## config.mk

```make
export PLATFORM = sky130hd
export DESIGN_NAME = resp_router
export DESIGN_NICKNAME = d
export VERILOG_FILES = /design/src/hw/tcdm_pkg.sv /design/src/hw/resp_router.sv
export SDC_FILE = /design/constraint.sdc
export NUM_CORES = 1
export LEC_CHECK = 0
export BUFFER_PORTS_ARGS = -buffer_cell sky130_fd_sc_hd__buf_2
export CORE_AREA = 2 2 108 110
export DETAILED_ROUTE_END_ITERATION = 16
export DIE_AREA = 0 0 110 112
export GPL_ROUTABILITY_DRIVEN = 0
export PLACE_DENSITY = 0.67
export SYNTH_ARGS = -nofsm -noshare
export SYNTH_HDL_FRONTEND = slang
export SYNTH_SLANG_ARGS = --single-unit
export TNS_END_PERCENT = 1
```

## constraint.sdc

```tcl
create_clock -name vclk -period 2.3
set_clock_uncertainty 0.05 [all_clocks]
set_input_delay 0.46 -clock vclk [all_inputs]
set_output_delay 0.46 -clock vclk [all_outputs]
set_load 0.1 [all_outputs]
```

## src/hw/tcdm_pkg.sv

```systemverilog
/*
 * TCDM interconnect package
 * Word, address and core identifier widths, plus the request and response
 * structs that the decoders, arbiters, banks and response router share
 */

package tcdm_pkg;

    ////////////////////////////////////////////////////////////////////////////
    // Widths
    ////////////////////////////////////////////////////////////////////////////

    // Data word width
    localparam int DATA_WIDTH   = 32;
    // Core word address, bank select bits sit at the bottom
    localparam int ADDR_WIDTH   = 16;
    // Binary core identifier, up to 16 cores
    localparam int MST_ID_WIDTH = 4;

    ////////////////////////////////////////////////////////////////////////////
    // Request and response payloads
    ////////////////////////////////////////////////////////////////////////////

    // Request as issued by a core
    typedef struct packed {
        logic                    wen;
        logic [ADDR_WIDTH-1:0]   addr;
        logic [DATA_WIDTH-1:0]   wdata;
    } core_req_t;

    // Request as seen by a bank, local address and owner id attached
    typedef struct packed {
        logic                    wen;
        logic [ADDR_WIDTH-1:0]   addr;
        logic [DATA_WIDTH-1:0]   wdata;
        logic [MST_ID_WIDTH-1:0] id;
    } bank_req_t;

    // Bank answer, id routes it back to the asking core
    typedef struct packed {
        logic [DATA_WIDTH-1:0]   rdata;
        logic [MST_ID_WIDTH-1:0] id;
    } bank_resp_t;

endpackage
```

## src/hw/resp_router.sv

```systemverilog
/*
 * Response router
 * Sends each bank response to the core named by its id,
 * at most one bank answers a given core per cycle
 */

`timescale 1ns/1ps

module resp_router
#(
    parameter int N_MASTER = 4,
    parameter int N_BANK   = 4
)
(
    // Bank side
    input  logic [N_BANK-1:0]                                resp_valid_i,
    input  tcdm_pkg::bank_resp_t [N_BANK-1:0]                resp_i,
    // Core side
    output logic [N_MASTER-1:0]                              r_valid_o,
    output logic [N_MASTER-1:0][tcdm_pkg::DATA_WIDTH-1:0]    r_rdata_o
);

    import tcdm_pkg::*;

    always_comb
    begin : route
        logic hit;
        r_valid_o = '0;
        r_rdata_o = '0;
        for (int m = 0; m < N_MASTER; m++)
        begin
            for (int b = 0; b < N_BANK; b++)
            begin
                // Valid answer tagged for core m
                hit = resp_valid_i[b] && (resp_i[b].id == MST_ID_WIDTH'(m));
                r_valid_o[m] = r_valid_o[m] | hit;
                // AND-OR select, single hit per core
                r_rdata_o[m] = r_rdata_o[m] | ({DATA_WIDTH{hit}} & resp_i[b].rdata);
            end
        end
    end

endmodule

```

# Word-level counts from Yosys, hierarchy flattened
# Cells that the tools add are included.
# W data, S select, Z words.
[word_totals]
regBits = 0
input_bits = 148
output_inout_bits = 132
word_cells = 72
[classes]
eq_ne = 12
bitwise_logic = 40
n_reduce_logical = 20
[op_table]
columns = ["cell", "count"]
rows = [
  ["$and A32 B32 Y32", 16],
  ["$or A32 B32 Y32", 12],
  ["$eq A4 B2 Y1 const B", 8],
  ["$eq A4 B1 Y1 const B", 4],
  ["$logic_and A1 B1 Y1", 16],
  ["$logic_not A4 Y1", 4],
  ["$or A1 B1 Y1", 12],
]

# Logic depth before layout (Yosys ltp)
# Gate-level depths: netlist of run 1.
[logic_depth]
ltp_word = 6
ltp_mapped = 6
depth_no_buf = 3

# Worst setup path after synthesis of run 1
# No wires, ideal clock.
[synth_path]
path_kind = "input port to output port"
startpoint = "in resp_i[1] in the netlist's numbering"
endpoint = "out r_rdata_o[1] in the netlist's numbering"
arrival_time_ps = 2204
required_ps = 1790
setup_slack_ps = -414
path_stages = 6
n_path_buf = 3
path_cell_list = "buf_6 -> or4b_4 -> buf_6 -> buf_12 -> o22ai_2 -> a221o_1"
[synth_lines]
columns = ["item", "line_no", "text"]
rows = [
  ["start: declaration", "resp_router.sv:17", "input tcdm_pkg::bank_resp_t [N_BANK-1:0] resp_i,"],
  ["end: declaration", "resp_router.sv:20", "output logic [N_MASTER-1:0][tcdm_pkg::DATA_WIDTH-1:0] r_rdata_o"],
]

==> flow_summary.toml, run 1 <==
[route]
avgViaCountPerCell = 6.99
drtIter0Drc = 733
routed_wl_um = 21700
drc = 0
wire_per_inst_um = 25.8
firstDrtPassIters = 5
ant_nets = 0
dr_total_vias = 5868

[synth]
avgSynthCellArea_um2 = 7.99
synth_top_family_by_area = "compound AO/OA/AOI/OAI gates"
synth_compound_area_share_pct = 68.4
syn_nets = 568
synthAdderAreaFrac_pct = 0
syn_inst = 420
synth_area_mm2 = 0.00335
yosysUniqueCellTypes = 27
yosys.area_share.simple_pct = 22.2
synthMuxAreaShare_pct = 0
ys_seq_area_share_pct = 0
yosys_warnings = 0
synthXorXnorAreaFrac_pct = 0

[worst_setup_path]
slowest_stage = "or4b_4"
cp_cell_sequence = "buf_2, or4b_4, buf_8, o22ai_2, a221o_2, buf_12"
cp-end-kind = "output pin"
critical_path_peak_fanout = 17
critical_path_buf_inv_count = 3
crit_family = "simple AND/OR/NAND/NOR gates"
worstSetupPathType = "input pin to output pin"
cpPeakStageDelay_ns = 0.58
arrival_ns = 1.87
required_ns = 1.79
startpoint_type = "input pin"

[finish]
nFillCells = 831
nNetsFinal = 844
nFlopsAndLatches = 0
area_growth_pct = 123
final_cells = 839
final_cell_mix = "148 x buf_2, 148 x buf_12, 99 x o22ai_1"
drive_gt1_share_pct = 72.9
fin_area_mm2 = 0.00749
seq_area_um2 = 0
clkbuf_count = 0

[placed_design]
portBuffers = 280
placed_area_mm2 = 0.00730
hpwl_um = 15900
place_ws_ns = -0.275
placed_cells = 834

[timing]
tightest_slew_ns = 0.316
finalSetupViolations = 54
finalHoldViolCount = 0
drv_slew = 0
fin_crit_ns = 2.38
period_share_pct = 103
maxSlewHeadroom_pct = 78.8
tns_ns = -1.65
setup_ws_ns = -0.0782
max_clock_freq_mhz = 420
rsz0062_at_grt = "true"

[run]
maxCapViolations = 0

[grt]
grt_pass1_vias = 6244
grt_pass1_wl_um = 33000
antenna_found_initial = 2
grt_max_degree = 23
grt_use_total_pct = 33.4
grt_overflow_total = 0

[power_and_ir_drop]
power_w = 0.00175
peakVddDrop_uv = 176
p_leak_nw = 2.98
pwr_density_cell_mw_per_mm2 = 234

[floorplanning]
core_area_mm2 = 0.0112
die-area_mm2 = 0.0123
die_x_um = 110
chipHeight_um = 112
start_util_pct = 30.0
rows = 39
io_pins = 280

[run_status]
status = "finished with violations"
violations = "negative setup slack"

[clock_tree]
hold_buffers = 0

[hold_path]
hold_class = "input pin to output pin"
==> final timing paths <==
path       start  depth (start not counted)             to  slack [ns]
max   resp_i[39]                          6  r_rdata_o[16]       -0.08
min   resp_i[89]                          3  r_rdata_o[77]        1.32
==> synthesized netlist by cell type, drive strengths merged <==
library cell	n	area [um^2]
a211o	4	35.0
a221o	124	1240
buf	28	200
clkbuf	31	116
nand2	1	3.75
nand2b	35	219
nand3b	3	22.5
nand4b	3	26.3
nand4bb	4	45.0
nor2	8	35.0
nor3	4	20.0
o22ai	130	1000
o32ai	2	17.5
or2b	31	270
or3	5	31.3
or3b	4	35.0
or4b	2	23.8
or4bb	1	11.3
==> per-stage QoR <==
stage | utilization [%] | hold WS (ns)
finish | 67.0 | 1.32
global route | 67.0 | 1.34
CTS | 66.7 | 1.32
detailed placement | 65.4 | 1.32
global placement | 65.4 | 1.32
floorplan | - | 1.33
==> power by group <==
group | total (W) | switching [W] | leakage (nW) | internal (W)
Combinational | 0.00175 | 0.00110 | 2.98 | 0.000650
Clock | 0.000000000116 | 0 | 0.0000127 | 0.000000000116
Sequential | 0 | 0 | 0 | 0
Total | 0.00175 | 0.00110 | 2.98 | 0.000650
==> worst min-delay path, stage by stage <==
cell and delay, ns:
buf_2 0.11, a221o_2 0.17, buf_12 0.17
==> final cells by class <==
cell class                 instances  area, um^2  share of cell area (%)
multi-input combinational        361        3250                    43.4
antenna                            2        5.00                  0.0668
timing repair buffer             333        4050                    54.1
tap                              143         179                    2.39
==> metal layers <==
metal	track usage (%)	share of wire, %	up-vias
met5	0	0	-
met4	18.0	5.1	0
met3	5.74	11	124
met2	56.9	50	519
met1	39.2	34	2773
li1	-	-	2452
==> cell families after synthesis <==
logic type             Yosys count
and+or+nand+nor                101
AOI/OAI and AO/OA              260
buffers and inverters           59
==> timing repair <==
item                       in CTS  in global routing
setup endpoints to repair     123                108
cloned                          2                  0
buffers inserted                1                  0
pin swaps                       4                  5
gates resized for setup        24                  7
No activity file was read; power rests on OpenSTA's default activity.
==> inputs of run 2 (changes only) <==
- BUFFER_PORTS_ARGS: -buffer_cell sky130_fd_sc_hd__buf_2 -> unset
- CORE_AREA: 2 2 108 110 -> 2 2 109 111
- DIE_AREA: 0 0 110 112 -> 0 0 111 113
- DONT_BUFFER_PORTS: unset -> 1
- PLACE_DENSITY: 0.67 -> 0.45
==> flow_summary.toml, run 2 (same netlist as run 1, synthesis figures left out) <==
[finish]
drive_gt1_share_pct = 63.1
layout_commonest_cell = "buf_12"
final_cell_mix = "147 x buf_12, 99 x o22ai_1, 90 x a221o_2"
diodes = 0
fin_area_mm2 = 0.00650
utilization_pct = 57.7
area_growth_pct = 93.9
nNetsFinal = 673
seq_area_um2 = 0
clkbuf_count = 0
nFlopsAndLatches = 0

[worst_setup_path]
slowest_stage = "or4b_4"
worstSetupPathType = "input pin to output pin"
cp-startpoint = "resp_i[36]"
required_ns = 1.79
arrival_ns = 1.77
cp_cell_sequence = "or4b_4, buf_12, o22ai_2, a211o_1, buf_12"
cp-end-kind = "output pin"
startpoint_type = "input pin"
critical_path_peak_fanout = 17
cp_common_cell = "buf_12"
cpPeakStageDelay_ns = 0.59

[timing]
max_clock_freq_mhz = 438
fin_crit_ns = 2.28
maxSlewHeadroom_pct = 80.7
finalSetupViolations = 0
tightest_slew_ns = 0.289
drv_slew = 0
finalHoldViolCount = 0
period_share_pct = 99.3

[floorplanning]
io_pins = 280
start_util_pct = 29.8
die_x_um = 111
chipHeight_um = 113
core_area_mm2 = 0.0113
rows = 39
die-area_mm2 = 0.0125

[grt]
antenna_found_initial = 0
grt_max_degree = 37
grt_overflow_total = 0
grt_use_total_pct = 28.3
grt_pass1_vias = 5044
grt_pass1_wl_um = 28900

[route]
routed_wl_um = 20000
drc = 0
wire_per_inst_um = 30.0
drtIter0Drc = 553
dr_total_vias = 5045
firstDrtPassIters = 6
ant_nets = 0
avgViaCountPerCell = 7.58

[hold_path]
min_from = "resp_i[84]"
hold_class = "input pin to output pin"
whs_path_depth = 2

[run]
maxCapViolations = 0

[power_and_ir_drop]
internal-power_w = 0.000533
p_comb_share_pct = 100.0
swShare_pct = 64.3
p_switching_w = 0.000958
peakVddDrop_uv = 144
p_leak_nw = 2.27
clkPwrFrac_pct = 0
pwr_density_cell_mw_per_mm2 = 229
pwr-share-seq_pct = 0

[run_status]
status = "completed"

[placed_design]
portBuffers = 0
hpwl_um = 14000
placed_area_mm2 = 0.00644

[clock_tree]
hold_buffers = 0
cts_setup_buffers = 0
==> run 2: cell count changes in the layout (fill, tap and decap cells not counted), sizes merged <==
cell and delta:
diode -2, buf -171
==> run 2: power groups by stage <==
stage	Clock, W	Combinational (W)	Sequential (W)
finish	0	0.00149	0
global route	0	0.00152	0
CTS	0	0.00148	0
detailed placement	0	0.00148	0
global placement	0	0.00147	0
floorplan	0	0.000989	0
==> run 2: area by class of cell <==
class / count / area, um^2
multi-input cells: 361 / 3230
fillers: 968 / 4770
well taps: 143 / 179
repair buffers: 162 / 3090
==> run 2: worst max-delay path: cells and delay by family <==
kind	cells	cell delay [ns]
buffers and inverters	2	0.38
AND/OR/NAND/NOR	1	0.59
AO/OA/AOI/OAI	2	0.34
==> run 2: final timing paths <==
path / slack, ns / endpoint
setup / recovery: 0.02 / r_rdata_o[31]
hold / removal: 1.19 / r_rdata_o[8]
==> run 2: metal layers <==
metal  wire [um]  GRT usage, %  vias up
met3        2290          7.50       61
met4         567          9.75        0
met5           0             0        -
met2       10100          52.0      454
li1            -             -     2100
met1        7000          31.8     2430
==> run 2: through the flow <==
stage	setup WS [ns]	power [W]	TNS [ns]	std cells	hold slack, ns
CTS	0.00570	0.00148	0	666	1.19
detailed placement	-0.137	0.00148	-3.14	665	1.19
floorplan	-0.288	0.000989	-16.60	420	1.33
global placement	-0.142	0.00147	-3.02	665	1.19
global route	-0.00472	0.00152	-0.00472	666	1.19
finish	0.0151	0.00149	0	666	1.19
==> run 2: what timing repair did <==
| action | in CTS | in global routing |
|---|---|---|
| setup endpoints to repair | 33 | 56 |
| pin swaps | 0 | 3 |
| resized for setup | 2 | 7 |
| cloned | 1 | 0 |
==> inputs of run 3 (changes only) <==
- GPL_ROUTABILITY_DRIVEN: 0 -> unset
- RECOVER_POWER: unset -> 100
- REMOVE_ABC_BUFFERS: unset -> 1
==> flow_summary.toml, run 3 (same netlist as run 1, synthesis figures left out) <==
[route]
m1WireLength_um = 6790
ant_nets = 0
routed_wl_um = 19500
wl_met2_um = 9880
drtIter0Drc = 647
met3_length_um = 2290
wire_per_inst_um = 29.3
firstDrtPassIters = 7
dr_total_vias = 4995
highest_layer = "met4"
drc = 0
avgViaCountPerCell = 7.48

[finish]
seq_area_um2 = 0
final_cell_mix = "124 x a221o_1, 99 x o22ai_1, 97 x buf_12"
drive_gt1_share_pct = 45.7
utilization_pct = 52.4
fin_area_mm2 = 0.00590
nFillCells = 1052
nNetsFinal = 673
layout_commonest_cell = "a221o_1"
nFlopsAndLatches = 0
clkbuf_count = 0
area_growth_pct = 76.0

[power_and_ir_drop]
peakVddDrop_uv = 145
pwr-share-seq_pct = 0
p_comb_share_pct = 100.0
clkPwrFrac_pct = 0
p_leak_nw = 2.12
swShare_pct = 67.1
p_switching_w = 0.000940
internal-power_w = 0.000462
pwr_density_cell_mw_per_mm2 = 237

[floorplanning]
io_pins = 280
chipHeight_um = 113
die_x_um = 111
core_area_mm2 = 0.0113
rows = 39
die-area_mm2 = 0.0125
start_util_pct = 29.8

[worst_setup_path]
crit_family = "simple AND/OR/NAND/NOR gates"
critical_path_peak_fanout = 17
cp_common_cell = "buf_12"
startpoint_type = "input pin"
arrival_ns = 1.85
cpPeakStageDelay_ns = 0.59
critical_path_buf_inv_count = 2
worstSetupPathType = "input pin to output pin"
slowest_stage = "or4b_4"
cp_cell_sequence = "or4b_4, buf_12, o22ai_2, a221o_1, buf_12"
cp-startpoint = "resp_i[36]"
cp-end-kind = "output pin"
required_ns = 1.79

[run_status]
status = "finished with violations"
violations = "negative setup slack"

[grt]
grt_overflow_total = 0
grt_pass1_vias = 4878
grt_max_degree = 37
antenna_found_initial = 1
grt_pass1_wl_um = 28300
grt_use_total_pct = 27.6

[timing]
max_clock_freq_mhz = 424
finalHoldViolCount = 0
setup_ws_ns = -0.0570
drv_slew = 0
fin_crit_ns = 2.36
finalSetupViolations = 33
hold_ws_ns = 1.20
period_share_pct = 102
tns_ns = -0.890
maxSlewHeadroom_pct = 81.3
tightest_slew_ns = 0.281
rsz0062_at_grt = "true"

[clock_tree]
hold_buffers = 0
cts_setup_buffers = 0

[placed_design]
place_ws_ns = -0.194
portBuffers = 0
placed_area_mm2 = 0.00624
hpwl_um = 13900
gp_congestion = 0.823

[hold_path]
hold_class = "input pin to output pin"
hold_end = "r_rdata_o[63]"
min_from = "resp_i[143]"
whs_path_depth = 2

[run]
maxCapViolations = 0
## run 3: changes by cell type in the layout (fill, tap and decap cells not counted), sizes merged
cell | previous run | this run
buf | 162 | 161
diode | 0 | 2
clkbuf | 0 | 1
## run 3: how the worst max path moves through the flow
stage                   end  slack, ns  cells after the start
4_1_cts        r_rdata_o[4]      -0.05                      5
3_5_place_dp   r_rdata_o[4]      -0.19                      5
5_1_grt        r_rdata_o[4]      -0.08                      5
2_1_floorplan  r_rdata_o[0]      -1.69                      3
6_report       r_rdata_o[4]      -0.06                      5
3_3_place_gp   r_rdata_o[4]      -0.20                      5
## run 3: final cells by class
cell class                      count  area, um^2  share of cell area, %
Multi-Input combinational cell    361        3090                   52.4
Antenna cell                        2        5.00                 0.0848
Timing Repair Buffer              162        2630                   44.5
Tap cell                          143         179                   3.03
## run 3: stage by stage
step	power (W)	std cells
after floorplan	0.000944	361
after global placement	0.00144	665
after detailed placement	0.00145	665
after CTS	0.00146	666
after global routing	0.00143	666
final	0.00140	668
## run 3: layer usage
| layer | track usage [%] | up-vias |
|---|---|---|
| li1 | - | 2107 |
| met1 | 31.0 | 2379 |
| met2 | 50.6 | 439 |
| met3 | 7.50 | 70 |
| met4 | 9.08 | 0 |
| met5 | 0 | - |
## run 3: what timing repair did
action | 4_1_cts | 5_1_grt
gates resized for setup | 4 | 5
endpoints found under the hold margin | 0 | 0
endpoints found under the setup margin | 105 | 94
pin swaps | 1 | 2
cloned | 1 | 0
## run 3: power groups by stage
stage | clock network (W) | logic, W | registers [W]
floorplan | 0 | 0.000944 | 0
global placement | 0 | 0.00144 | 0
detailed placement | 0 | 0.00145 | 0
CTS | 0 | 0.00146 | 0
global route | 0 | 0.00143 | 0
finish | 0.000000000116 | 0.00140 | 0
