## src/hw/tcdm_pkg.sv

```systemverilog
/*
 * TCDM interconnect package
 * Word, address and core identifier widths, plus the request and response
 * structs that the decoders, arbiters, banks and response router share
 */

package tcdm_pkg;

    ////////////////////////////////////////////////////////////////////////////
    // Widths
    ////////////////////////////////////////////////////////////////////////////

    // Data word width
    localparam int DATA_WIDTH   = 32;
    // Core word address, bank select bits sit at the bottom
    localparam int ADDR_WIDTH   = 16;
    // Binary core identifier, up to 16 cores
    localparam int MST_ID_WIDTH = 4;

    ////////////////////////////////////////////////////////////////////////////
    // Request and response payloads
    ////////////////////////////////////////////////////////////////////////////

    // Request as issued by a core
    typedef struct packed {
        logic                    wen;
        logic [ADDR_WIDTH-1:0]   addr;
        logic [DATA_WIDTH-1:0]   wdata;
    } core_req_t;

    // Request as seen by a bank, local address and owner id attached
    typedef struct packed {
        logic                    wen;
        logic [ADDR_WIDTH-1:0]   addr;
        logic [DATA_WIDTH-1:0]   wdata;
        logic [MST_ID_WIDTH-1:0] id;
    } bank_req_t;

    // Bank answer, id routes it back to the asking core
    typedef struct packed {
        logic [DATA_WIDTH-1:0]   rdata;
        logic [MST_ID_WIDTH-1:0] id;
    } bank_resp_t;

endpackage
```

## src/hw/bank_arbiter.sv

```systemverilog
/*
 * Round-robin arbiter in front of one memory bank
 * Picks the first requesting core at or after the priority pointer,
 * grants it and forwards its payload with the bank-local address and id
 */

`timescale 1ns/1ps

module bank_arbiter
#(
    parameter int N_MASTER = 4,
    parameter int N_BANK   = 4
)
(
    input  logic                                 clk,
    input  logic                                 arst_n_i,
    // Request column for this bank and all core payloads
    input  logic [N_MASTER-1:0]                  req_i,
    input  tcdm_pkg::core_req_t [N_MASTER-1:0]   core_req_i,
    // Grant column back to the decoders
    output logic [N_MASTER-1:0]                  gnt_o,
    // Winning request toward the bank
    output logic                                 bank_valid_o,
    output tcdm_pkg::bank_req_t                  bank_req_o
);

    import tcdm_pkg::*;

    localparam int ROUT_WIDTH = (N_BANK > 1) ? $clog2(N_BANK) : 1;
    // Bank select bits to drop, none with a single bank
    localparam int SEL_SHIFT  = (N_BANK > 1) ? ROUT_WIDTH : 0;
    localparam int PTR_WIDTH  = (N_MASTER > 1) ? $clog2(N_MASTER) : 1;

    logic [PTR_WIDTH-1:0] ptr_q;
    logic [PTR_WIDTH-1:0] ptr_next;
    logic [PTR_WIDTH-1:0] win_idx;
    logic                 win_found;
    core_req_t            win_req;

    ////////////////////////////////////////////////////////////////////////////
    // Winner selection
    ////////////////////////////////////////////////////////////////////////////

    always_comb
    begin : rr_pick
        int unsigned idx;
        win_found = 1'b0;
        win_idx   = '0;
        // Scan starting at the pointer and wrap around
        for (int unsigned i = 0; i < N_MASTER; i++)
        begin
            idx = (ptr_q + i) % N_MASTER;
            if (!win_found && req_i[idx])
            begin
                win_found = 1'b1;
                win_idx   = PTR_WIDTH'(idx);
            end
        end
    end

    // One-hot grant, empty when nobody asks
    always_comb
    begin : gnt_dec
        gnt_o          = '0;
        gnt_o[win_idx] = win_found;
    end

    ////////////////////////////////////////////////////////////////////////////
    // Request toward the bank
    ////////////////////////////////////////////////////////////////////////////

    assign win_req      = core_req_i[win_idx];
    assign bank_valid_o = win_found;

    always_comb
    begin : bank_req_build
        bank_req_o.wen   = win_req.wen;
        // Strip the bank select bits
        bank_req_o.addr  = win_req.addr >> SEL_SHIFT;
        bank_req_o.wdata = win_req.wdata;
        // Winner index doubles as the response tag
        bank_req_o.id    = MST_ID_WIDTH'(win_idx);
    end

    ////////////////////////////////////////////////////////////////////////////
    // Priority pointer
    ////////////////////////////////////////////////////////////////////////////

    // Core after the winner gets top priority next
    assign ptr_next = (int'(win_idx) == N_MASTER - 1) ? '0 : win_idx + 1'b1;

    always_ff @(posedge clk or negedge arst_n_i)
    begin
        if (!arst_n_i)
            ptr_q <= '0;
        else if (win_found)
            ptr_q <= ptr_next;
    end

endmodule

```

## config.mk

```make
export PLATFORM = sky130hd
export DESIGN_NAME = bank_arbiter
export DESIGN_NICKNAME = d
export VERILOG_FILES = /design/src/hw/tcdm_pkg.sv /design/src/hw/bank_arbiter.sv
export SDC_FILE = /design/constraint.sdc
export NUM_CORES = 1
export LEC_CHECK = 0
export BUFFER_PORTS_ARGS = -buffer_cell sky130_fd_sc_hd__buf_2
export CAP_MARGIN = 20
export CORE_MARGIN = 2
export CORE_UTILIZATION = 30
export DETAILED_ROUTE_END_ITERATION = 10
export GPL_ROUTABILITY_DRIVEN = 1
export PLACE_DENSITY = 0.67
export SYNTH_ARGS = -nofsm -noshare
export SYNTH_HDL_FRONTEND = slang
export SYNTH_SLANG_ARGS = --single-unit
```

## constraint.sdc

```tcl
create_clock -name clk -period 2.6 [get_ports clk]
set_input_delay 0 -clock clk [delete_from_list [all_inputs] [get_ports clk]]
set_output_delay 0 -clock clk [all_outputs]
set_load 0.005 [all_outputs]
```

# Yosys cells after proc, flatten, opt, wreduce, memory -nomap -nowiden
# Cells that the tools add are included.
# word_totals
elab_cells,41
in_bits,202
reg_bits,2
out_inout_bits,58
# classes
mux,21
addsub,4
n_eq_ne,1
bitwise,1
n_lt_le_gt_ge,6
reduce_logical,7
# op_table
operator,n
49-bit binary-select mux with 2-bit select,1
49-bit 2-to-1 mux,1
2-bit by 3-bit less-than comparator with 1-bit output (second input constant),5
2-bit 2-to-1 mux,5
1-bit 2-to-1 mux,9
1-bit binary-select mux with 2-bit select,4
2-bit by 1-bit adder with 2-bit output (second input constant),2
2-bit adder (second input constant),2
4-bit AND,1
1-bit logical AND,4
1-bit logical NOT,3
1-bit demux with 2-bit select,1
2-bit by 1-bit equality test with 1-bit output (second input constant),1
2-bit by 1-bit greater-or-equal comparator with 1-bit output (second input constant),1

# Depth between registers and ports, before layout
# Gate-level depths: netlist of the first run.
# logic_depth
ltp_word,17
depth_mapped,8
depth_no_buf,5

# Least setup slack after synthesis of the first run
# Ideal clock, no wire load.
# synth_timing
path_kind,register to register
startpoint,register ptr_q[1]
endpoint,register ptr_q[1]
path_stages_with_launch,9
path_slack_ns,0.490
arrival_ns,1.986
path_cell_list,dfrtp_1 buf_2 or4_1 buf_2 buf_6 buf_2 nand2_1 ha_1 mux2_2
# synth_between
elab_chain_cells,14
# synth_lines
element,line_no,text
"start, declared",bank_arbiter.sv:34,logic [PTR_WIDTH-1:0] ptr_q;
"start signal, assigned",bank_arbiter.sv:97,ptr_q <= ptr_next;
branches (longest 11 deep; another with 2-bit by 1-bit adder with 2-bit output),-,
2-bit 2-to-1 mux *,bank_arbiter.sv:53,if (!win_found && req_i[idx])
2-bit by 1-bit adder with 2-bit output or 2-bit by 1-bit equality test with 1-bit output (tied branches),bank_arbiter.sv:90,assign ptr_next = (int'(win_idx) == N_MASTER - 1) ? '0 : win_idx + 1'b1;
2-bit 2-to-1 mux *,bank_arbiter.sv:90,
via ptr_next[1],bank_arbiter.sv:35,logic [PTR_WIDTH-1:0] ptr_next;
# Mark *: on every way through the listed nets, which the timed path passes. The select of a mux whose other input is x is not followed.
# A chain may end at the register's enable or synchronous reset.

==> results of run 1 <==
worst max path at each step:
stage / cells after the start / endpoint / slack, ns / from
6_report: 6 / bank_req_o[12] / 0.29 / ptr_q[0]$_DFFE_PN0P_
5_1_grt: 6 / gnt_o[2] / 0.13 / ptr_q[0]$_DFFE_PN0P_
4_1_cts: 6 / bank_req_o[12] / 0.28 / ptr_q[0]$_DFFE_PN0P_
3_5_place_dp: 6 / bank_req_o[12] / 0.49 / ptr_q[0]$_DFFE_PN0P_
3_3_place_gp: 6 / bank_req_o[12] / 0.50 / ptr_q[0]$_DFFE_PN0P_
2_1_floorplan: 8 / ptr_q[1]$_DFFE_PN0P_ / 0.49 / ptr_q[1]$_DFFE_PN0P_
what timing repair did:
item                                    4_1_cts  5_1_grt
endpoints found under the setup margin        0        0
hold buffers                                  1        0
resized for setup                             0        0
hold endpoints to repair                      2        0
through the flow:
stage,power [mW],cell area (µm²),instances
after floorplan,2.47,3260,495
after global placement,3.45,4470,813
after detailed placement,3.48,4470,813
after CTS,3.62,4520,818
after global routing,4.01,4520,818
final,3.60,4520,818
worst max-delay path: stages (launching register included):
cell,delay (ns)
dfrtp_1,0.41
nor2b_1,0.38
o21bai_4,0.23
and2_2,0.37
buf_4,0.26
a32oi_1,0.26
buf_2,0.16
metal layers:
metal	vias up	GRT usage, %
li1	2345	-
met1	2181	25.2
met2	174	34.1
met3	4	2.71
met4	0	2.56
met5	-	0
cells by family after synthesis:
group	Yosys count	synth area share, %
AND/OR/NAND/NOR	253	43.0
other	1	0.115
AO/OA/AOI/OAI	145	40.7
multiplexers	1	0.346
adder cells (fa/ha/maj)	1	0.385
flip-flops	2	1.54
buffers and inverters	89	14.0
cells in the final DEF, fill, tap and decap left out, types with 3 or more instances in the layout:
cell type	instances
nand3_1	94
nand2_1	51
buf_2	247
nor2b_1	3
clkbuf_8	3
buf_12	4
conb_1	4
a221oi_1	47
nor3b_1	48
buf_4	15
nor4_1	48
a32oi_1	47
a21bo_1	47
final cells by class:
type	instances	area share, %
inverter	1	0.0830
sequential	2	1.13
tap	140	3.87
clock buffer	4	0.996
timing repair buffer	267	31.8
multi-input combinational	404	62.1
power by group:
group          total [mW]  internal (mW)  switching [mW]
Combinational        3.39           1.51            1.88
Clock               0.136          0.105          0.0316
Sequential         0.0765         0.0500          0.0265
Total                3.60           1.66            1.93
==> flow_summary.json, run 1 <==
{
  "highest_layer": "met4",
  "final-setup-viol-count": 0,
  "synth_largest_area_cell": "a21bo_1",
  "worst_r2r_path_depth": 5,
  "report.final.slew_viol_count": 0,
  "cts_root_buffer": "clkbuf_8",
  "antenna_cells": 0,
  "drt_wirelength_mm": 12.2,
  "startpoint_class_of_the_critical_path": "flip-flop",
  "worst_setup_hold_path_clk_slew_ns": 0.03,
  "arrival_ns": 2.31,
  "outcome": "complete, no violations",
  "final_layout_size_suffix_gt1_share_pct": 41.3,
  "timing.fmax_mhz": 434,
  "fill_cells": 1206,
  "max-cap-violations": 0,
  "power.density_cell_area_nw_per_um2": 796,
  "regToRegStartpoint": "ptr_q[0]$_DFFE_PN0P_",
  "ys_async_sr_fraction_pct": 100,
  "cts_setup_buffers": 0,
  "route.layer.met1.wl_mm": 5.14,
  "clk-insertion-delay-late_ns": 0.22,
  "clock-sinks": 2,
  "die_h_um": 108,
  "num_rows": 38,
  "ys_dominant_reg_cell": "dfrtp_1",
  "worst_setup_path_end_kind": "primary output",
  "synth_top_cell_area_share_pct": 14.5,
  "worst_hold_check_slack_ns": 0.111,
  "post-route-worst-setup-slack_ns": 0.294,
  "tritoncts_buffers": 3,
  "power_leakage_nw": 2.10,
  "worst_clock_skew_ns": 0.00327,
  "initial_standard_cell_utilization_of_the_core_pct": 30.4,
  "dp_worst_setup_slack_ns": 0.492,
  "grt_start_max_net_pins": 85,
  "htreeDepth": 1,
  "global_route.overflow_total": 0,
  "top_regs": "ptr_q: 2 flops",
  "worst_ir_drop_vdd_uv": 414,
  "grt_util_all_layers_pct": 19.2,
  "die_x_um": 108,
  "num_io_pins": 260,
  "regArea_um2": 51.3,
  "met3WireLength_um": 963,
  "detail_route.drc_violations": 0,
  "min-delay-path-class": "in -> async",
  "tns_ns": 0,
  "die_area_um2": 11700,
  "final_hold_viol_count": 0,
  "detail_route.wl_per_cell_um": 14.9,
  "period_utilization_pct": 88.7,
  "final_util_pct": 42.3,
  "firstDrtPassIters": 4,
  "synth.area.top_cells": "a21bo_1 (14%), nand3_1 (14%), a221oi_1 (13%)",
  "detailroute.via_count": 4704,
  "post_drt_via_cell_ratio": 5.75,
  "synthesis_to_finish_area_growth_pct": 39.1,
  "grt_antenna_before_repair": 0,
  "initialDrtViolationCount": 293,
  "worst_ep_required_time_ns": 2.60,
  "yosys.cell_types.count": 27,
  "critical_path_peak_fanout": 24,
  "cts_tree": "done",
  "critical_path.reg2reg.endpoint": "ptr_q[1]$_DFFE_PN0P_",
  "vias_in_the_first_global_route": 3973,
  "transition_time_at_the_pin_with_the_least_slew_margin_ns": 0.819,
  "relSlewSlack_pct": 45.2,
  "placeableCoreArea_um2": 10700,
  "netlist_instances": 492,
  "post-route-min-period_ns": 2.31,
  "rrSetupSlack_ns": 0.51,
  "synthTopCellsByCount": "nand3_1 (94), clkbuf_1 (54), nand2_1 (51), nor3b_1 (48), nor4_1 (48)",
  "ys.warnings.count": 0,
  "gp_congestion": 0.773,
  "worstSetupPathType": "reg -> out",
  "wl_met2_mm": 6.05,
  "yosysMostFrequentCell": "nand3_1",
  "multi_input_comb_area_um2": 2810,
  "finalNetCount": 882,
  "synth.yosys.seq_area_share_pct": 1.54,
  "synth.ff_latch_count": 2,
  "rsz0062_at_grt": "false",
  "max-clock-path-buffers": 2,
  "post_synth_instance_area_um2": 3250,
  "synth_edf_count": 0,
  "antenna_violating_nets_post_route": 0,
  "numPortBuffers": 247,
  "syn_avg_cell_area_um2": 6.61,
  "post_detail_place_hpwl_mm": 8.83,
  "top_register": "ptr_q",
  "largest_register_ff_count": 2,
  "grt_pass1_wl_mm": 19.2
}
Power figures use the tool's default switching activity.
==> inputs of run 2 (changes only) <==
--- a/config.mk
+++ b/config.mk
@@ -5,13 +5,13 @@
 export SDC_FILE = /design/constraint.sdc
 export NUM_CORES = 1
 export LEC_CHECK = 0
-export BUFFER_PORTS_ARGS = -buffer_cell sky130_fd_sc_hd__buf_2
 export CAP_MARGIN = 20
 export CORE_MARGIN = 2
 export CORE_UTILIZATION = 30
 export DETAILED_ROUTE_END_ITERATION = 10
+export DONT_BUFFER_PORTS = 1
 export GPL_ROUTABILITY_DRIVEN = 1
-export PLACE_DENSITY = 0.67
+export PLACE_DENSITY = 0.47
 export SYNTH_ARGS = -nofsm -noshare
 export SYNTH_HDL_FRONTEND = slang
 export SYNTH_SLANG_ARGS = --single-unit
==> run 2 against run 1 <==
Effect of this change:
- worst hold slack got worse by 0.085 ns
- clock power decreased by 4%
- worst setup slack improved by 0.13 ns
- global-route usage decreased by 2.7 points
- combinational power decreased by 17%
- clock skew decreased by 0.0017 ns
- design area decreased by 28%
- routed wire length decreased by 8.4%
- non-clock buffer count decreased by 251
- flip-flop and latch count unchanged
- die area unchanged
- sequential share of layout area increased by 0.44 points
- largest power group unchanged
==> flow_summary.json, run 2 (synthesis results as in run 1) <==
{
  "tritoncts_buffers": 3,
  "num_rows": 38,
  "placeableCoreArea_um2": 10700,
  "clock-sinks": 2,
  "detail_route.wl_per_cell_um": 19.7,
  "largest_register_ff_count": 2,
  "arrival_ns": 2.18,
  "vias_in_the_first_global_route": 3334,
  "post-place-cells": 562,
  "dp_worst_setup_slack_ns": 0.623,
  "cts_tree": "done",
  "detail_route.drc_violations": 0,
  "global_route.overflow_total": 0,
  "die_x_um": 108,
  "final_cell_mix": "nand3_1 (94), nand2_1 (51), nor3b_1 (48), nor4_1 (48)",
  "worst_clock_skew_ns": 0.00160,
  "post-route-worst-setup-slack_ns": 0.423,
  "firstDrtPassIters": 5,
  "worst_setup_hold_path_clk_slew_ns": 0.03,
  "period_utilization_pct": 83.7,
  "worst_ir_drop_vdd_uv": 739,
  "gp_congestion": 0.761,
  "drt_wirelength_mm": 11.2,
  "cts_root_buffer": "clkbuf_8",
  "max-cap-violations": 0,
  "grt_pass1_wl_mm": 16.3,
  "grt_antenna_before_repair": 0,
  "power_leakage_nw": 1.11,
  "tns_ns": 0,
  "grt_util_all_layers_pct": 16.5,
  "grt_start_max_net_pins": 96,
  "outcome": "complete, no violations",
  "htreeDepth": 1,
  "clk-insertion-delay-late_ns": 0.21,
  "numPortBuffers": 0,
  "timing.fmax_mhz": 459,
  "worst_ep_required_time_ns": 2.60,
  "final_cell_count_no_fill": 567,
  "critical_path_peak_fanout": 79,
  "leading_cell_type_in_the_layout_fill_and_taps_excluded": "nand3_1",
  "relSlewSlack_pct": 37.4,
  "power.density_cell_area_nw_per_um2": 927,
  "report.final.slew_viol_count": 0,
  "final_hold_viol_count": 0,
  "transition_time_at_the_pin_with_the_least_slew_margin_ns": 0.939,
  "initial_standard_cell_utilization_of_the_core_pct": 30.4,
  "top_regs": "ptr_q: 2 flops",
  "min-delay-path-class": "in -> async",
  "synthesis_to_finish_area_growth_pct": 0.192,
  "die_h_um": 108,
  "antenna_cells": 0,
  "initialDrtViolationCount": 184,
  "worstSetupPathType": "reg -> out",
  "post_detail_place_hpwl_mm": 7.66,
  "worst_setup_path_end_kind": "primary output",
  "rsz0062_at_grt": "false",
  "detailroute.via_count": 3889,
  "final_layout_size_suffix_gt1_share_pct": 6.79,
  "max-clock-path-buffers": 2,
  "final-setup-viol-count": 0,
  "cts_setup_buffers": 0,
  "top_register": "ptr_q",
  "startpoint_class_of_the_critical_path": "flip-flop",
  "antenna_violating_nets_post_route": 0,
  "post_drt_via_cell_ratio": 6.86,
  "post-route-min-period_ns": 2.18,
  "die_area_um2": 11700,
  "num_io_pins": 260,
  "finalNetCount": 631
}
==> run 2: changes by cell type in the layout (fill, tap and decap cells not counted), sizes merged <==
cell  change
buf     -251
==> run 2: worst paths after layout <==
path / startpoint / endpoint / slack [ns] / cells past startpoint
max: ptr_q[0]$_DFFE_PN0P_ / bank_req_o[21] / 0.42 / 5
min: arst_n_i / ptr_q[1]$_DFFE_PN0P_ / 0.03 / 1
max reg2reg: ptr_q[0]$_DFFE_PN0P_ / ptr_q[0]$_DFFE_PN0P_ / 0.62 / 5
min reg2reg: ptr_q[0]$_DFFE_PN0P_ / ptr_q[0]$_DFFE_PN0P_ / 0.57 / 2
max in group asynchronous: arst_n_i / ptr_q[1]$_DFFE_PN0P_ / 2.44 / 1
min in group clk: core_req_i[43] / bank_req_o[45] / 0.11 / 2
==> run 2: per-layer routing <==
layer  up-vias  GRT usage [%]  wire length, µm
met5         -              0                0
met4         0           3.39               53
met2       197           29.5             5600
li1       1844              -                -
met1      1840           20.5             4420
met3         8           3.25             1090
==> run 2: where the power goes <==
group          total [mW]  switching (mW)  internal [mW]
registers          0.0731          0.0232         0.0500
logic                2.82            1.74           1.07
clock network       0.130          0.0259          0.104
total                3.02            1.79           1.23
==> run 2: stage by stage <==
stage | power [mW] | utilization (%) | instance area (µm²) | hold slack (ns)
after global routing | 3.33 | 30.4 | 3260 | 0.0308
after detailed placement | 2.89 | 29.9 | 3200 | -0.295
after CTS | 3.03 | 30.4 | 3260 | 0.0277
final | 3.02 | 30.4 | 3260 | 0.0258
after floorplan | 2.47 | - | 3260 | -0.296
after global placement | 2.82 | 29.9 | 3200 | -0.295
==> run 2: repair_timing <==
item | 4_1_cts | 5_1_grt
hold endpoints to repair | 2 | 0
gates resized for setup | 0 | 0
hold buffers | 1 | 0
==> run 2: layout make-up <==
class	count	area (µm²)
well taps	140	175
repair buffers	16	173
inverters	1	3.75
multi-input cells	404	2810
flip-flops and latches	2	51.3
fillers	1173	7440
clock buffers	4	45.0
==> run 2: worst max-delay path, stage by stage (launching register included) <==
cell,delay [ns]
dfrtp_1,0.41
nor2b_1,0.14
or4_4,0.62
buf_12,0.23
a21bo_1,0.23
a32oi_1,0.27
==> inputs of run 3 (changes only) <==
--- a/config.mk
+++ b/config.mk
@@ -5,13 +5,14 @@
 export SDC_FILE = /design/constraint.sdc
 export NUM_CORES = 1
 export LEC_CHECK = 0
+export ABC_AREA = 1
 export CAP_MARGIN = 20
-export CORE_MARGIN = 2
-export CORE_UTILIZATION = 30
+export CORE_AREA = 2 2 102 104
 export DETAILED_ROUTE_END_ITERATION = 10
+export DIE_AREA = 0 0 104 106
 export DONT_BUFFER_PORTS = 1
 export GPL_ROUTABILITY_DRIVEN = 1
-export PLACE_DENSITY = 0.47
+export PLACE_DENSITY = 0.43
 export SYNTH_ARGS = -nofsm -noshare
 export SYNTH_HDL_FRONTEND = slang
 export SYNTH_SLANG_ARGS = --single-unit
==> constraint.sdc (replaced) <==
create_clock -name clk -period 2.25 [get_ports clk]
set_input_delay 0 -clock clk [delete_from_list [all_inputs] [get_ports clk]]
set_output_delay 0 -clock clk [all_outputs]
set_load 0.005 [all_outputs]
==> run 3 against run 2 <==
Effect of this change:
- via count is 7.5% lower
- worst hold slack worse by 0.0042 ns
- non-clock buffer count grew 15
- core utilization grew 0.52 points
- critical endpoint is now bank_req_o[41]
- largest power group unchanged
==> flow_summary.json, run 3 <==
{
  "outcome": "complete, no violations",
  "power_leakage_nw": 2.05,
  "ys_async_sr_fraction_pct": 100,
  "detailroute.via_count": 3598,
  "period_utilization_pct": 94.2,
  "gp_congestion": 0.801,
  "worst_setup_hold_path_clk_slew_ns": 0.03,
  "top_regs": "ptr_q: 2 flops",
  "top_register": "ptr_q",
  "final-setup-viol-count": 0,
  "worst_setup_path_end_kind": "primary output",
  "clock-sinks": 2,
  "critical_path_peak_fanout": 13,
  "firstDrtPassIters": 5,
  "report.final.slew_viol_count": 0,
  "cts_tree": "done",
  "tritoncts_buffers": 3,
  "die_h_um": 106,
  "die_area_um2": 11000,
  "max-cap-violations": 0,
  "yosys.cell_types.count": 22,
  "worst_ir_drop_vdd_uv": 735,
  "leading_cell_type_in_the_layout_fill_and_taps_excluded": "nand2_1",
  "ys_dominant_reg_cell": "dfrtp_1",
  "syn_avg_cell_area_um2": 4.40,
  "synth.area.top_cells": "nand2_1 (39%), nand3_1 (28%), inv_1 (15%)",
  "numPortBuffers": 0,
  "grt_pass1_wl_mm": 14.0,
  "worstSetupPathType": "reg -> out",
  "grt_antenna_before_repair": 0,
  "htreeDepth": 1,
  "netlist_instances": 590,
  "final_hold_viol_count": 0,
  "post-route-min-period_ns": 2.12,
  "final_cell_mix": "nand2_1 (266), nand3_1 (143), inv_1 (103), buf_4 (9), buf_6 (8)",
  "antenna_violating_nets_post_route": 0,
  "timing.fmax_mhz": 472,
  "arrival_ns": 2.12,
  "grt.met2_usage_pct": 27.3,
  "ys.warnings.count": 0,
  "grt_start_max_net_pins": 51,
  "post_drt_via_cell_ratio": 5.00,
  "min-delay-path-class": "in -> async",
  "global_route.overflow_total": 0,
  "post_detail_place_hpwl_mm": 6.84,
  "startpoint_class_of_the_critical_path": "flip-flop",
  "synth_largest_area_cell": "nand2_1",
  "synth_top_cell_area_share_pct": 39.1,
  "synth.ff_latch_count": 2,
  "initialDrtViolationCount": 345,
  "drt_wirelength_mm": 10.5,
  "grt.met1_usage_pct": 17.8,
  "max-clock-path-buffers": 2,
  "finalNetCount": 788,
  "worst_ep_required_time_ns": 2.25,
  "antenna_cells": 0,
  "initial_standard_cell_utilization_of_the_core_pct": 26.0,
  "num_io_pins": 260,
  "synth.yosys.seq_area_share_pct": 1.93,
  "post_synth_instance_area_um2": 2590,
  "die_x_um": 104,
  "power.density_cell_area_nw_per_um2": 2690,
  "grt_util_all_layers_pct": 14.6,
  "num_rows": 37,
  "detail_route.drc_violations": 0,
  "use_met3_pct": 2.45,
  "post-layout-total-power_mw": 8.33,
  "top_usage_layer": "met2",
  "vias_in_the_first_global_route": 3118,
  "yosysMostFrequentCell": "nand2_1",
  "worst_hold_check_slack_ns": 0.0216,
  "tns_ns": 0,
  "worst_clock_skew_ns": 0.00358,
  "synthTopCellsByCount": "nand2_1 (270), nand3_1 (147), inv_1 (103), buf_2 (22), buf_4 (14)",
  "synth_edf_count": 0,
  "clk-insertion-delay-late_ns": 0.21,
  "final_layout_size_suffix_gt1_share_pct": 9.43,
  "fill_cells": 1178,
  "detail_route.wl_per_cell_um": 14.6,
  "synthesis_to_finish_area_growth_pct": 19.3,
  "placeableCoreArea_um2": 10000,
  "cts_root_buffer": "clkbuf_8",
  "largest_register_ff_count": 2
}
==> run 3: cell count changes after synthesis, moves of 6 or more <==
cell      previous run  this run
a21bo_1             47         0
a221oi_1            47         0
a32oi_1             47         0
buf_1                6         0
buf_2               12        22
buf_4                4        14
buf_6               12         2
clkbuf_1            54         7
inv_1                1       103
nand2_1             51       270
nand3_1             94       147
nor3b_1             48         0
nor4_1              48         0
==> run 3: layout make-up <==
type                    count  area (µm²)  area share [%]
flip-flops and latches      2        51.3            1.66
repair buffers             31         453            14.6
well taps                 136         170            5.49
clock buffers               3        41.3            1.33
inverters                 106         400            12.9
multi-input cells         441        1980            64.0
==> run 3: report_power, final <==
part           internal, mW  leakage, nW  switching, mW  total (mW)
Clock                 0.113       0.0216         0.0270       0.140
Combinational          3.03         2.01           5.06        8.09
Sequential           0.0624       0.0229         0.0376       0.100
Total                  3.20         2.05           5.12        8.33
==> run 3: per-stage QoR <==
stage | std cells | setup WS, ns | area (µm²) | utilization, %
6_report | 719 | 0.130 | 3100 | 31.0
5_1_grt | 719 | -0.0161 | 3100 | 31.0
4_1_cts | 699 | 0.0356 | 2720 | 27.2
3_5_place_dp | 695 | 0.203 | 2660 | 26.6
3_3_place_gp | 695 | 0.234 | 2660 | 26.6
2_1_floorplan | 593 | 0.356 | 2610 | -
==> run 3: cell families after synthesis <==
group / after synthesis / synth area share [%]
DFF: 2 / 1.93
buffers and inverters: 151 / 25.5
other: 1 / 0.145
and+or+nand+nor: 431 / 71.1
AOI/OAI and AO/OA: 4 / 0.819
adders and majority gates: 1 / 0.482
==> run 3: final timing paths <==
kind	end	start	cells past startpoint	slack [ns]
max in group asynchronous	ptr_q[0]$_DFFE_PN0P_	arst_n_i	1	2.09
worst max register to register	ptr_q[1]$_DFFE_PN0P_	ptr_q[0]$_DFFE_PN0P_	12	0.19
worst max-delay path	bank_req_o[41]	ptr_q[0]$_DFFE_PN0P_	14	0.13
min in group clk	bank_req_o[21]	core_req_i[17]	4	0.19
worst min-delay path	ptr_q[1]$_DFFE_PN0P_	arst_n_i	1	0.02
worst min register to register	ptr_q[0]$_DFFE_PN0P_	ptr_q[0]$_DFFE_PN0P_	2	0.70
==> run 3: per-layer routing <==
layer | routed length [µm] | share of wire [%]
met1 | 4500 | 43
met2 | 5210 | 50
met3 | 739 | 7.1
met4 | 36 | 0.34
met5 | 0 | 0
==> run 3: what timing repair did <==
item	in CTS	in global routing
setup buffers	0	10
hold buffers	1	0
hold endpoints to repair	2	0
pin swaps	0	12
resized for setup	3	23
gates cloned	0	10
setup endpoints to repair	19	49
==> run 3: worst max-delay path, stage by stage, from the launching register on <==
cell,delay [ns]
dfrtp_2,0.45
buf_6,0.15
nand2_1,0.07
nand2_2,0.07
nand2_1,0.08
nand2_1,0.09
nor2_4,0.16
nand3_4,0.11
nand2_8,0.15
buf_6,0.13
clkbuf_16,0.16
nand3_1,0.07
nand2_1,0.08
nand2_1,0.05
nand2_1,0.08
